`config.mk`:
```
export PLATFORM = sky130hd
export DESIGN_NAME = alu
export DESIGN_NICKNAME = d
export VERILOG_FILES = /design/src/rvseed_pkg.sv /design/src/alu.sv
export SDC_FILE = /design/constraint.sdc
export NUM_CORES = 1
export LEC_CHECK = 0
export BUFFER_PORTS_ARGS = -buffer_cell sky130_fd_sc_hd__buf_2
export CORE_MARGIN = 2
export CORE_UTILIZATION = 48
export DETAILED_ROUTE_END_ITERATION = 12
export PLACE_DENSITY = 0.83
export SLEW_MARGIN = 20
export SYNTH_ARGS = -nofsm -noshare
export SYNTH_HDL_FRONTEND = slang
export SYNTH_SLANG_ARGS = --single-unit
```
`constraint.sdc`:
```
create_clock -name vclk -period 10.66
set_input_delay 2.132 -clock vclk [all_inputs]
set_output_delay 2.132 -clock vclk [all_outputs]
set_load 0.05 [all_outputs]
```
`src/rvseed_pkg.sv`:
```
package rvseed_pkg;

    typedef logic [63:0] xlen_t;     // data and address word
    typedef logic [31:0] inst_t;
    typedef logic [4:0]  reg_addr_t;
    typedef logic [7:0]  wmask_t;    // one bit per byte

    typedef enum logic [2:0] {
        IMM_I,
        IMM_S,
        IMM_B,
        IMM_J,
        IMM_U
    } imm_op_e;

    typedef enum logic [1:0] {
        ALU_ADD,
        ALU_SUB,
        ALU_AND
    } alu_op_e;

    typedef enum logic [1:0] {
        SRC_REG_REG,  // rs1, rs2
        SRC_REG_IMM,  // rs1, imm
        SRC_PC_IMM,   // pc, imm
        SRC_PC_FOUR   // pc, 4 for the link value
    } alu_src_e;

    localparam logic [6:0] OP_R     = 7'b0110011;
    localparam logic [6:0] OP_I     = 7'b0010011;
    localparam logic [6:0] OP_LOAD  = 7'b0000011;
    localparam logic [6:0] OP_STORE = 7'b0100011;
    localparam logic [6:0] OP_B     = 7'b1100011;
    localparam logic [6:0] OP_JAL   = 7'b1101111;
    localparam logic [6:0] OP_JALR  = 7'b1100111;
    localparam logic [6:0] OP_LUI   = 7'b0110111;
    localparam logic [6:0] OP_AUIPC = 7'b0010111;

    localparam logic [2:0] F3_ADD_SUB = 3'b000;
    localparam logic [2:0] F3_ADDI    = 3'b000;
    localparam logic [2:0] F3_LW      = 3'b010;
    localparam logic [2:0] F3_SD      = 3'b011;
    localparam logic [2:0] F3_BNE     = 3'b001;
    localparam logic [2:0] F3_JALR    = 3'b000;

    localparam logic [6:0] F7_ADD = 7'b0000000;
    localparam logic [6:0] F7_SUB = 7'b0100000;

    localparam inst_t INST_EBREAK = 32'h0010_0073;

    localparam xlen_t RESET_PC = 64'h8000_0000;

endpackage

```
`src/alu.sv`:
```
`timescale 1ns/1ns

module alu (
    input  rvseed_pkg::xlen_t    rdata1,
    input  rvseed_pkg::xlen_t    rdata2,
    input  rvseed_pkg::xlen_t    pc,
    input  rvseed_pkg::xlen_t    imm,
    input  rvseed_pkg::alu_src_e alu_src,
    input  rvseed_pkg::alu_op_e  alu_op,
    output rvseed_pkg::xlen_t    result,
    output logic                 zero
);
    import rvseed_pkg::*;

    xlen_t op_a;
    xlen_t op_b;

    always_comb begin
        case (alu_src)
            SRC_REG_IMM: begin
                op_a = rdata1;
                op_b = imm;
            end
            SRC_PC_IMM: begin
                op_a = pc;
                op_b = imm;
            end
            SRC_PC_FOUR: begin
                op_a = pc;
                op_b = 64'd4;  // link value
            end
            default: begin
                op_a = rdata1;
                op_b = rdata2;
            end
        endcase
    end

    always_comb begin
        case (alu_op)
            ALU_SUB: result = op_a - op_b;
            ALU_AND: result = op_a & op_b;
            default: result = op_a + op_b;
        endcase
    end

    assign zero = (result == '0);

endmodule

```
* Word level (Yosys, flattened, before mapping)
Index checks and enable logic that the tools add are counted.
** Cells by class
- Multipliers :: 0
- Mux-type cells :: 3
- Shifts and indexed selects :: 0
- Div/mod/pow operators :: 0
- Bitwise logic cells :: 1
- Add/subtract/negate cells :: 2
- Reduce and logical (&&, ||, !) cells :: 3
- Magnitude comparators :: 0
- Eq/ne operators :: 5
** Operator list (count)
- case mux 64 bit (2 select lines) :: 2
- adder 64 bit :: 1
- AND 64 bit :: 1
- zero test 64 bit :: 1
- 2-to-1 mux 64 bit :: 1
- subtractor 64 bit :: 1
- equality test 2 bit (second input constant) :: 3
- equality test 2 x 1 -> 1 bit (second input constant) :: 2
- OR reduction 2 bit :: 2
** Word-level totals
- Output and inout port bits :: 65
- Bits in registers :: 0
- Memory bits (writable) :: 0
- Memories kept :: 0
- Latch bits :: 0
- Memory bits (read-only) :: 0

* Logic depth before layout (Yosys ltp)
Gate-level depths: netlist (run 1).
- Depth after elaboration :: 6
- Mapped depth :: 37
- Mapped depth without buffers :: 28

* Worst setup path before layout (run 1)
Ideal clock, no wire load.
- Kind :: in2out
- From :: input alu_src[0]
- To :: output zero
- Data required time :: 8528 ps
- Path buffers :: 9
- Stages on the path :: 37
- Arrival time :: 9900 ps
- Path slack :: -1372 ps
- Cell sequence :: inv_1 -> ha_1 -> buf_6 -> nor2b_4 -> buf_6 -> buf_2 -> buf_2 -> buf_2 -> buf_1 -> clkbuf_1 -> clkbuf_1 -> a22oi_1 -> ha_1 -> nand2_1 -> nor4b_2 -> nand2_1 -> nor2_1 -> nand2_1 -> nor4_1 -> and3_1 -> and2_1 -> a21oi_1 -> xor2_1 -> ha_1 -> clkbuf_1 -> a21o_1 -> a21o_1 -> a21oi_1 -> o21ai_0 -> a31o_2 -> o21ai_1 -> and2_1 -> a211oi_1 -> a2111o_1 -> a2111oi_0 -> nand4b_1 -> nor4_2
** On the way
- Cells in the longest elaborated chain, start to end :: 6
- Elaborated cells between the ends (all ways) :: 12
- Classes of those cells :: add/sub (2); eq/ne (3); mux (3); bitwise (1); reduce/logical (3)
** Ends and longest elaborated chain
- start, declared :: RTL line alu.sv:8 : input rvseed_pkg::alu_src_e alu_src,
- equality test 2 bit or equality test 2 x 1 -> 1 bit (tied branches) :: RTL line alu.sv:19 : case (alu_src)
- OR reduction 2 bit (no line)
- case mux 64 bit (2 select lines) or 2-to-1 mux 64 bit (tied branches) :: RTL line alu.sv:19
- adder 64 bit (tied with other cells) :: RTL line alu.sv:43 : default: result = op_a + op_b;
- case mux 64 bit (2 select lines) (*) :: RTL line alu.sv:40 : case (alu_op)
- via result[61] :: RTL line alu.sv:10 : output rvseed_pkg::xlen_t result,
- zero test 64 bit (*) :: RTL line alu.sv:47 : assign zero = (result == '0);
- end, declared :: RTL line alu.sv:11 : output logic zero
The timed path passes the listed nets; every way through them passes the cells marked *.

* Worst setup path after layout (run 1)
- From :: input alu_src[1]
- To :: output zero
** On the way
- Cells in the longest elaborated chain, start to end :: 6
- Elaborated cells between the ends (all ways) :: 12
- Classes of those cells :: add/sub (2); eq/ne (3); mux (3); bitwise (1); reduce/logical (3)
** Ends and longest elaborated chain (RTL line)
- equality test 2 bit or equality test 2 x 1 -> 1 bit (tied branches) :: alu.sv:19
- OR reduction 2 bit (no line)
- case mux 64 bit (2 select lines) or 2-to-1 mux 64 bit (tied branches) :: alu.sv:19
- adder 64 bit (tied with other cells) :: alu.sv:43
- case mux 64 bit (2 select lines) (*) :: alu.sv:40
- zero test 64 bit (*) :: alu.sv:47
Every way passes the cells marked *; elsewhere a longest branch is shown, timed or not.

==> flow_summary_export.csv, run 1 <==
group,metric,value,unit
timing,tightest_slew,936,ps
global_route,grt_max_degree,63,
global_route,grt_pass1_vias,11300,
pwr,p_leak,5.09,nW
global_route,grtUsageTotal,42.1,%
floorplan,die_area,19700,um2
worst_setup_path,cpMaxStageDelayCell,"o41a_1",
finish,clkbuf_count,0,
timing,hold_violations,0,
yosys,synth_cells,1343,
worst_setup_path,start_kind,"input pin",
floorplan,start_util,49.2,%
yosys,synth_xor_area_share,9.05,%
yosys,netlist_area,8900,um2
job,maxCapViolCount,0,
routing,avgViaCountPerCell,6.79,
worst_setup_path,critPathCaptureType,"primary output",
yosys,muxShareOfSynthArea,8.84,%
timing,setup_viol,0,
pwr,fin_total_pwr,1.66,mW
finish,antenna_cells,0,
worst_setup_path,cpPeakStageDelay,480,ps
global_route,use_met3,11.2,%
routing,first_iter_violations,1687,
status,status,"complete, no violations",
floorplan,die_h,140,um
yosys,synth_top_family_by_area,"compound AO/OA/AOI/OAI gates",
finish,fin_util,61.7,%
global_route,top_usage_layer,"met2",
hold_path,worstHoldPathType,"input pin to primary output",
routing,vias,12700,
global_route,grt_antenna_before_repair,0,
placed_design,port_buffers,325,
finish,nNetsFinal,1974,
worst_setup_path,path_max_fanout,18,
finish,layout_common_cells,"buf_2 (324), o21ai_0 (116), nand2_1 (110)",
timing,fin_crit_sh,98.2,%
timing,hold_slack,4890,ps
routing,drc,0,
yosys,yosysWarnings,0,
yosys,synthSimpleGateAreaFrac,29.2,%
yosys,synth_nets,1672,
yosys,synth_compound_area_share,37.7,%
finish,layout-drive-gt1-share,31.6,%
routing,drt_wl_total,44.6,mm
finish,n_sequential_cell,0,
global_route,grtUsageMet1,57.8,%
worst_setup_path,worstPathRequired,8530,ps
yosys,synth_cell_type_count,99,
floorplan,fp.dieW,140,um
global_route,grt.overflow.total,0,
global_route,grt_util_met2,63.4,%
yosys,syn_area_per_cell,6.63,um2
placed_design,dpl.hpwl,38.0,mm
timing,slew_viol_final,0,
finish,register_area,0,um2
clock_network,holdBufCountCts,0,
floorplan,core,18100,um2
finish,area_growth,25.4,%
finish,final_common_cell,"buf_2",
global_route,grt_pass1_wl,65.1,mm
timing,fin_crit,10470,ps
worst_setup_path,critical_path_class,"input pin to primary output",
routing,first_pass_iters,7,
worst_setup_path,crit_arrival,8340,ps
placed_design,place.gp.congestion,1.11,
timing,slew_headroom,37.5,%
pwr,power_density,149,nW/um2
timing,setup_slack,187,ps
pwr,irDropWorstVdd,160,uV
floorplan,ios,325,
routing,drt-wirelength-per-cell,23.8,um
timing,timing.fmax,95.5,MHz
routing,ant_nets,0,
yosys,synthAdderAreaFrac,9.78,%
placed_design,place_ws,17.7,ps
floorplan,rows,49,
yosys,ys_seq_area_share,0,%
==> cell usage after synthesis, drive strengths merged (6+ instances only) <==
cell type,n,share of area (%)
a211o,8,0.79
a211oi,15,1.3
a21boi,6,0.55
a21o,36,3.0
a21oi,109,6.2
a22oi,58,5.1
a31o,11,1.1
a31oi,18,1.3
and2,18,1.3
and3,25,1.8
buf,28,1.9
clkbuf,52,2.2
ha,68,9.6
inv,32,1.3
mux2,45,5.7
mux2i,28,3.1
nand2,112,4.7
nand2b,23,1.6
nand3,25,1.4
nand3b,10,0.84
nand4,33,2.4
nor2,100,4.2
nor2b,18,1.3
nor3,42,2.6
nor3b,15,1.3
nor4,11,0.84
o211ai,10,0.84
o21a,16,1.3
o21ai,142,8.1
o21bai,8,0.67
o31ai,22,1.9
or2,6,0.42
or3,22,1.6
xnor2,45,4.4
xor2,47,4.6
==> through the flow <==
step	std cells	setup TNS (ps)	area [um2]
after detailed placement	1870	0	11000
after global routing	1872	-20.0	11200
after global placement	1870	0	11000
after CTS	1870	0	11000
final	1872	0	11200
after floorplan	1343	0	9090
==> worst max-delay path: cells and delay by family <==
family / cells / cell delay, ps
adder cells (fa/ha/maj): 3 / 920
AND/OR/NAND/NOR: 11 / 2670
XOR/XNOR: 2 / 440
buffers and inverters: 3 / 440
AO/OA/AOI/OAI: 6 / 1610
multiplexers: 1 / 130
==> where the power goes <==
part / total, mW / internal (mW) / switching, mW
Sequential: 0 / 0 / 0
Combinational: 1.66 / 0.525 / 1.13
Clock: 0 / 0 / 0
==> worst paths after layout <==
kind,startpoint,endpoint,slack (ps),cells after the start
max,alu_src[1],zero,190,26
min,pc[3],result[3],4890,4
==> layer usage <==
metal,share of wire [%],up-vias
met5,0,-
met4,4.1,0
met3,14,134
met2,42,1017
met1,39,5852
li1,-,5714
==> kinds of logic (layout without fill, tap and decap cells) <==
group	Yosys count	in the layout
XOR/XNOR	92	92
buffers and inverters	112	412
AO/OA/AOI/OAI	511	511
multiplexers	73	73
adder cells (fa/ha/maj)	69	69
AND/OR/NAND/NOR	486	486
==> cell type report <==
type                       instances  area [um2]
multi-input combinational       1231        8710
fill                            1723        6920
timing repair buffer             380        2040
tap                              229         287
inverter                          32         120
==> repair_timing <==
| action | CTS | global route |
|---|---|---|
| setup endpoints to repair | 0 | 1 |
| setup buffers | 0 | 2 |
| hold endpoints to repair | 0 | 0 |
| gates resized for setup | 0 | 33 |
Note: power is estimated with default switching activity, not from simulation.
==> run 2: changes to the inputs <==
Settings changed: ABC_AREA set to 1, CORE_MARGIN 2 to 4, CORE_UTILIZATION 48 to 50.
==> run 2 against run 1 <==
Fmax up 2.9%. First-iteration DRC count up 38%. Routed wire length up 18%. Final cell count up 49%. Clock-buffer cell count unchanged. Design area up 12%. Area after synthesis up 21%. Critical path depth up 9. Via count up 23%. Non-clock buffer count down 45. Largest cell class unchanged. Largest power group unchanged. Highest routed layer is now met5.
==> flow_summary_export.csv, run 2 <==
group,metric,value,unit
worst_setup_path,start_kind,"input pin",
finish,register_area,0,um2
clock_network,cts_resized,0,
worst_setup_path,worstPathRequired,8530,ps
routing,first_iter_violations,2321,
global_route,grtUsageTotal,40.7,%
floorplan,core,21100,um2
global_route,grt_pass1_wl,77.0,mm
pwr,p_comb_share,100.0,%
timing,timing.fmax,98.2,MHz
finish,nNetsFinal,2848,
timing,hold_violations,0,
routing,first_pass_iters,6,
timing,slew_headroom,27.4,%
pwr,irDropWorstVdd,91.9,uV
placed_design,place_area,12500,um2
worst_setup_path,cpPeakStageDelay,410,ps
floorplan,start_util,51.1,%
yosys,synth_compound_area_share,11.3,%
yosys,yosys.area.top_type_share,28.7,%
yosys,synth_cells,2231,
yosys,muxShareOfSynthArea,6.27,%
finish,clkbuf_count,0,
clock_network,cts_setup_buffers,0,
placed_design,place.gp.congestion,1.10,
placed_design,place_inst,2792,
floorplan,ios,325,
floorplan,fp.dieW,155,um
finish,layout-drive-gt1-share,16.7,%
yosys,yosysMostFrequentCell,"nand2_1",
yosys,synth_area_leader_cell,"nand2_1",
finish,area_growth,16.5,%
floorplan,die_area,24000,um2
status,status,"complete, no violations",
worst_setup_path,cpMostUsedCell,"nor2_1",
yosys,netlist_area,10800,um2
routing,drt_wl_total,52.6,mm
timing,grt_setup_unrepaired,"false",
timing,setup_viol,0,
routing,ant_nets,0,
timing,tightest_slew,1090,ps
finish,final_common_cell,"nand2_1",
pwr,p_int,0.429,mW
worst_setup_path,path_max_fanout,42,
yosys,ys_seq_area_share,0,%
global_route,grt_max_degree,68,
routing,drc,0,
routing,vias,15700,
pwr,power_switching_share,73.6,%
routing,drt-wirelength-per-cell,18.8,um
yosys,synth_commonest_cells,"nand2_1 (823), inv_1 (372), nor2_1 (289)",
timing,setup_slack,478,ps
timing,fin_crit,10180,ps
placed_design,port_buffers,325,
timing,setup_tns,0,ps
finish,layout.cells.non_filler,2794,
routing,avgViaCountPerCell,5.62,
pwr,p_leak,7.58,nW
hold_path,hold_depth,5,
yosys,synth_xor_area_share,5.45,%
yosys,synth_top_family_by_area,"simple AND/OR/NAND/NOR gates",
global_route,grt.overflow.total,0,
yosys,yosys-top-cells-area,"nand2_1 (29%), inv_1 (13%), nor2_1 (10%)",
worst_setup_path,crit_arrival,8050,ps
worst_setup_path,critical_path_class,"input pin to primary output",
timing,slew_viol_final,0,
placed_design,place_ws,704,ps
finish,n_sequential_cell,0,
global_route,grt_antenna_before_repair,1,
job,maxCapViolCount,0,
pwr,power_density,130,nW/um2
pwr,clock_power_share,0,%
finish,design_area,12500,um2
yosys,syn_area_per_cell,4.83,um2
pwr,switching_power,1.20,mW
yosys,yosysWarnings,0,
yosys,synth_nets,2560,
clock_network,holdBufCountCts,0,
floorplan,die_h,155,um
finish,layout_common_cells,"nand2_1 (823), inv_1 (372), buf_2 (325)",
yosys,synth_cell_type_count,42,
pwr,seqPwrFrac,0,%
worst_setup_path,critPathCaptureType,"primary output",
placed_design,dpl.hpwl,46.2,mm
yosys,synthSimpleGateAreaFrac,53.0,%
floorplan,rows,53,
hold_path,worstHoldPathType,"input pin to primary output",
yosys,synthAdderAreaFrac,8.08,%
timing,fin_crit_sh,95.5,%
timing,hold_slack,4910,ps
global_route,grt_pass1_vias,14000,
worst_setup_path,cpMaxStageDelayCell,"ha_4",
[run 2: changes by cell type in the layout (fill, tap and decap cells not counted), sizes merged, moves of 22 or more]
cell,before,now
and3,25,0
xnor2,45,15
buf,380,335
a22oi,58,0
a21o,36,0
nand2,112,824
or3,22,0
nand3,25,187
nor2,100,295
mux2i,28,0
o21ai,142,100
nand2b,23,0
inv,32,376
[run 2: area by class of cell]
cell class / count / area (um2)
timing repair buffer: 335 / 1700
antenna: 2 / 5.00
multi-input combinational: 1806 / 9080
tap: 275 / 344
inverter: 376 / 1410
fill: 2262 / 8540
[run 2: per-stage QoR]
stage          utilization (%)  power [mW]
2_1_floorplan                -        1.10
3_3_place_gp              59.5        1.55
3_5_place_dp              59.5        1.56
4_1_cts                   59.5        1.57
5_1_grt                   59.5        1.73
6_report                  59.5        1.63
[run 2: metal layers]
metal	GRT usage [%]	part of all wire [%]	vias up
met4	13.8	4.3	2
met3	9.43	14	151
li1	-	-	7557
met2	61.5	42	1102
met1	56.9	40	6884
met5	0	0.025	-
[run 2: logic make-up after synthesis]
group                    count (synthesis)
buffers and inverters                  425
AO/OA/AOI/OAI                          224
AND/OR/NAND/NOR                       1386
adder cells (fa/ha/maj)                 69
multiplexers                            60
XOR/XNOR                                67
[run 2: worst paths after layout]
path,startpoint,end,slack (ps)
worst max-delay path,alu_src[0],zero,480
worst min-delay path,pc[58],result[58],4910
[run 2: worst max-delay path, delay by kind of cell]
kind                       cells  cell delay (ps)
and+or+nand+nor               24             3500
xor gates and xnor gates       1              370
adders and majority gates      3              890
AOI/OAI and AO/OA              1              170
buffers and inverters          6              990
[run 2: power groups by stage]
stage	clock network [mW]	logic [mW]	registers, mW
final	0.0000000838	1.63	0
after global routing	0	1.73	0
after CTS	0	1.57	0
after detailed placement	0	1.56	0
after global placement	0	1.55	0
after floorplan	0	1.10	0
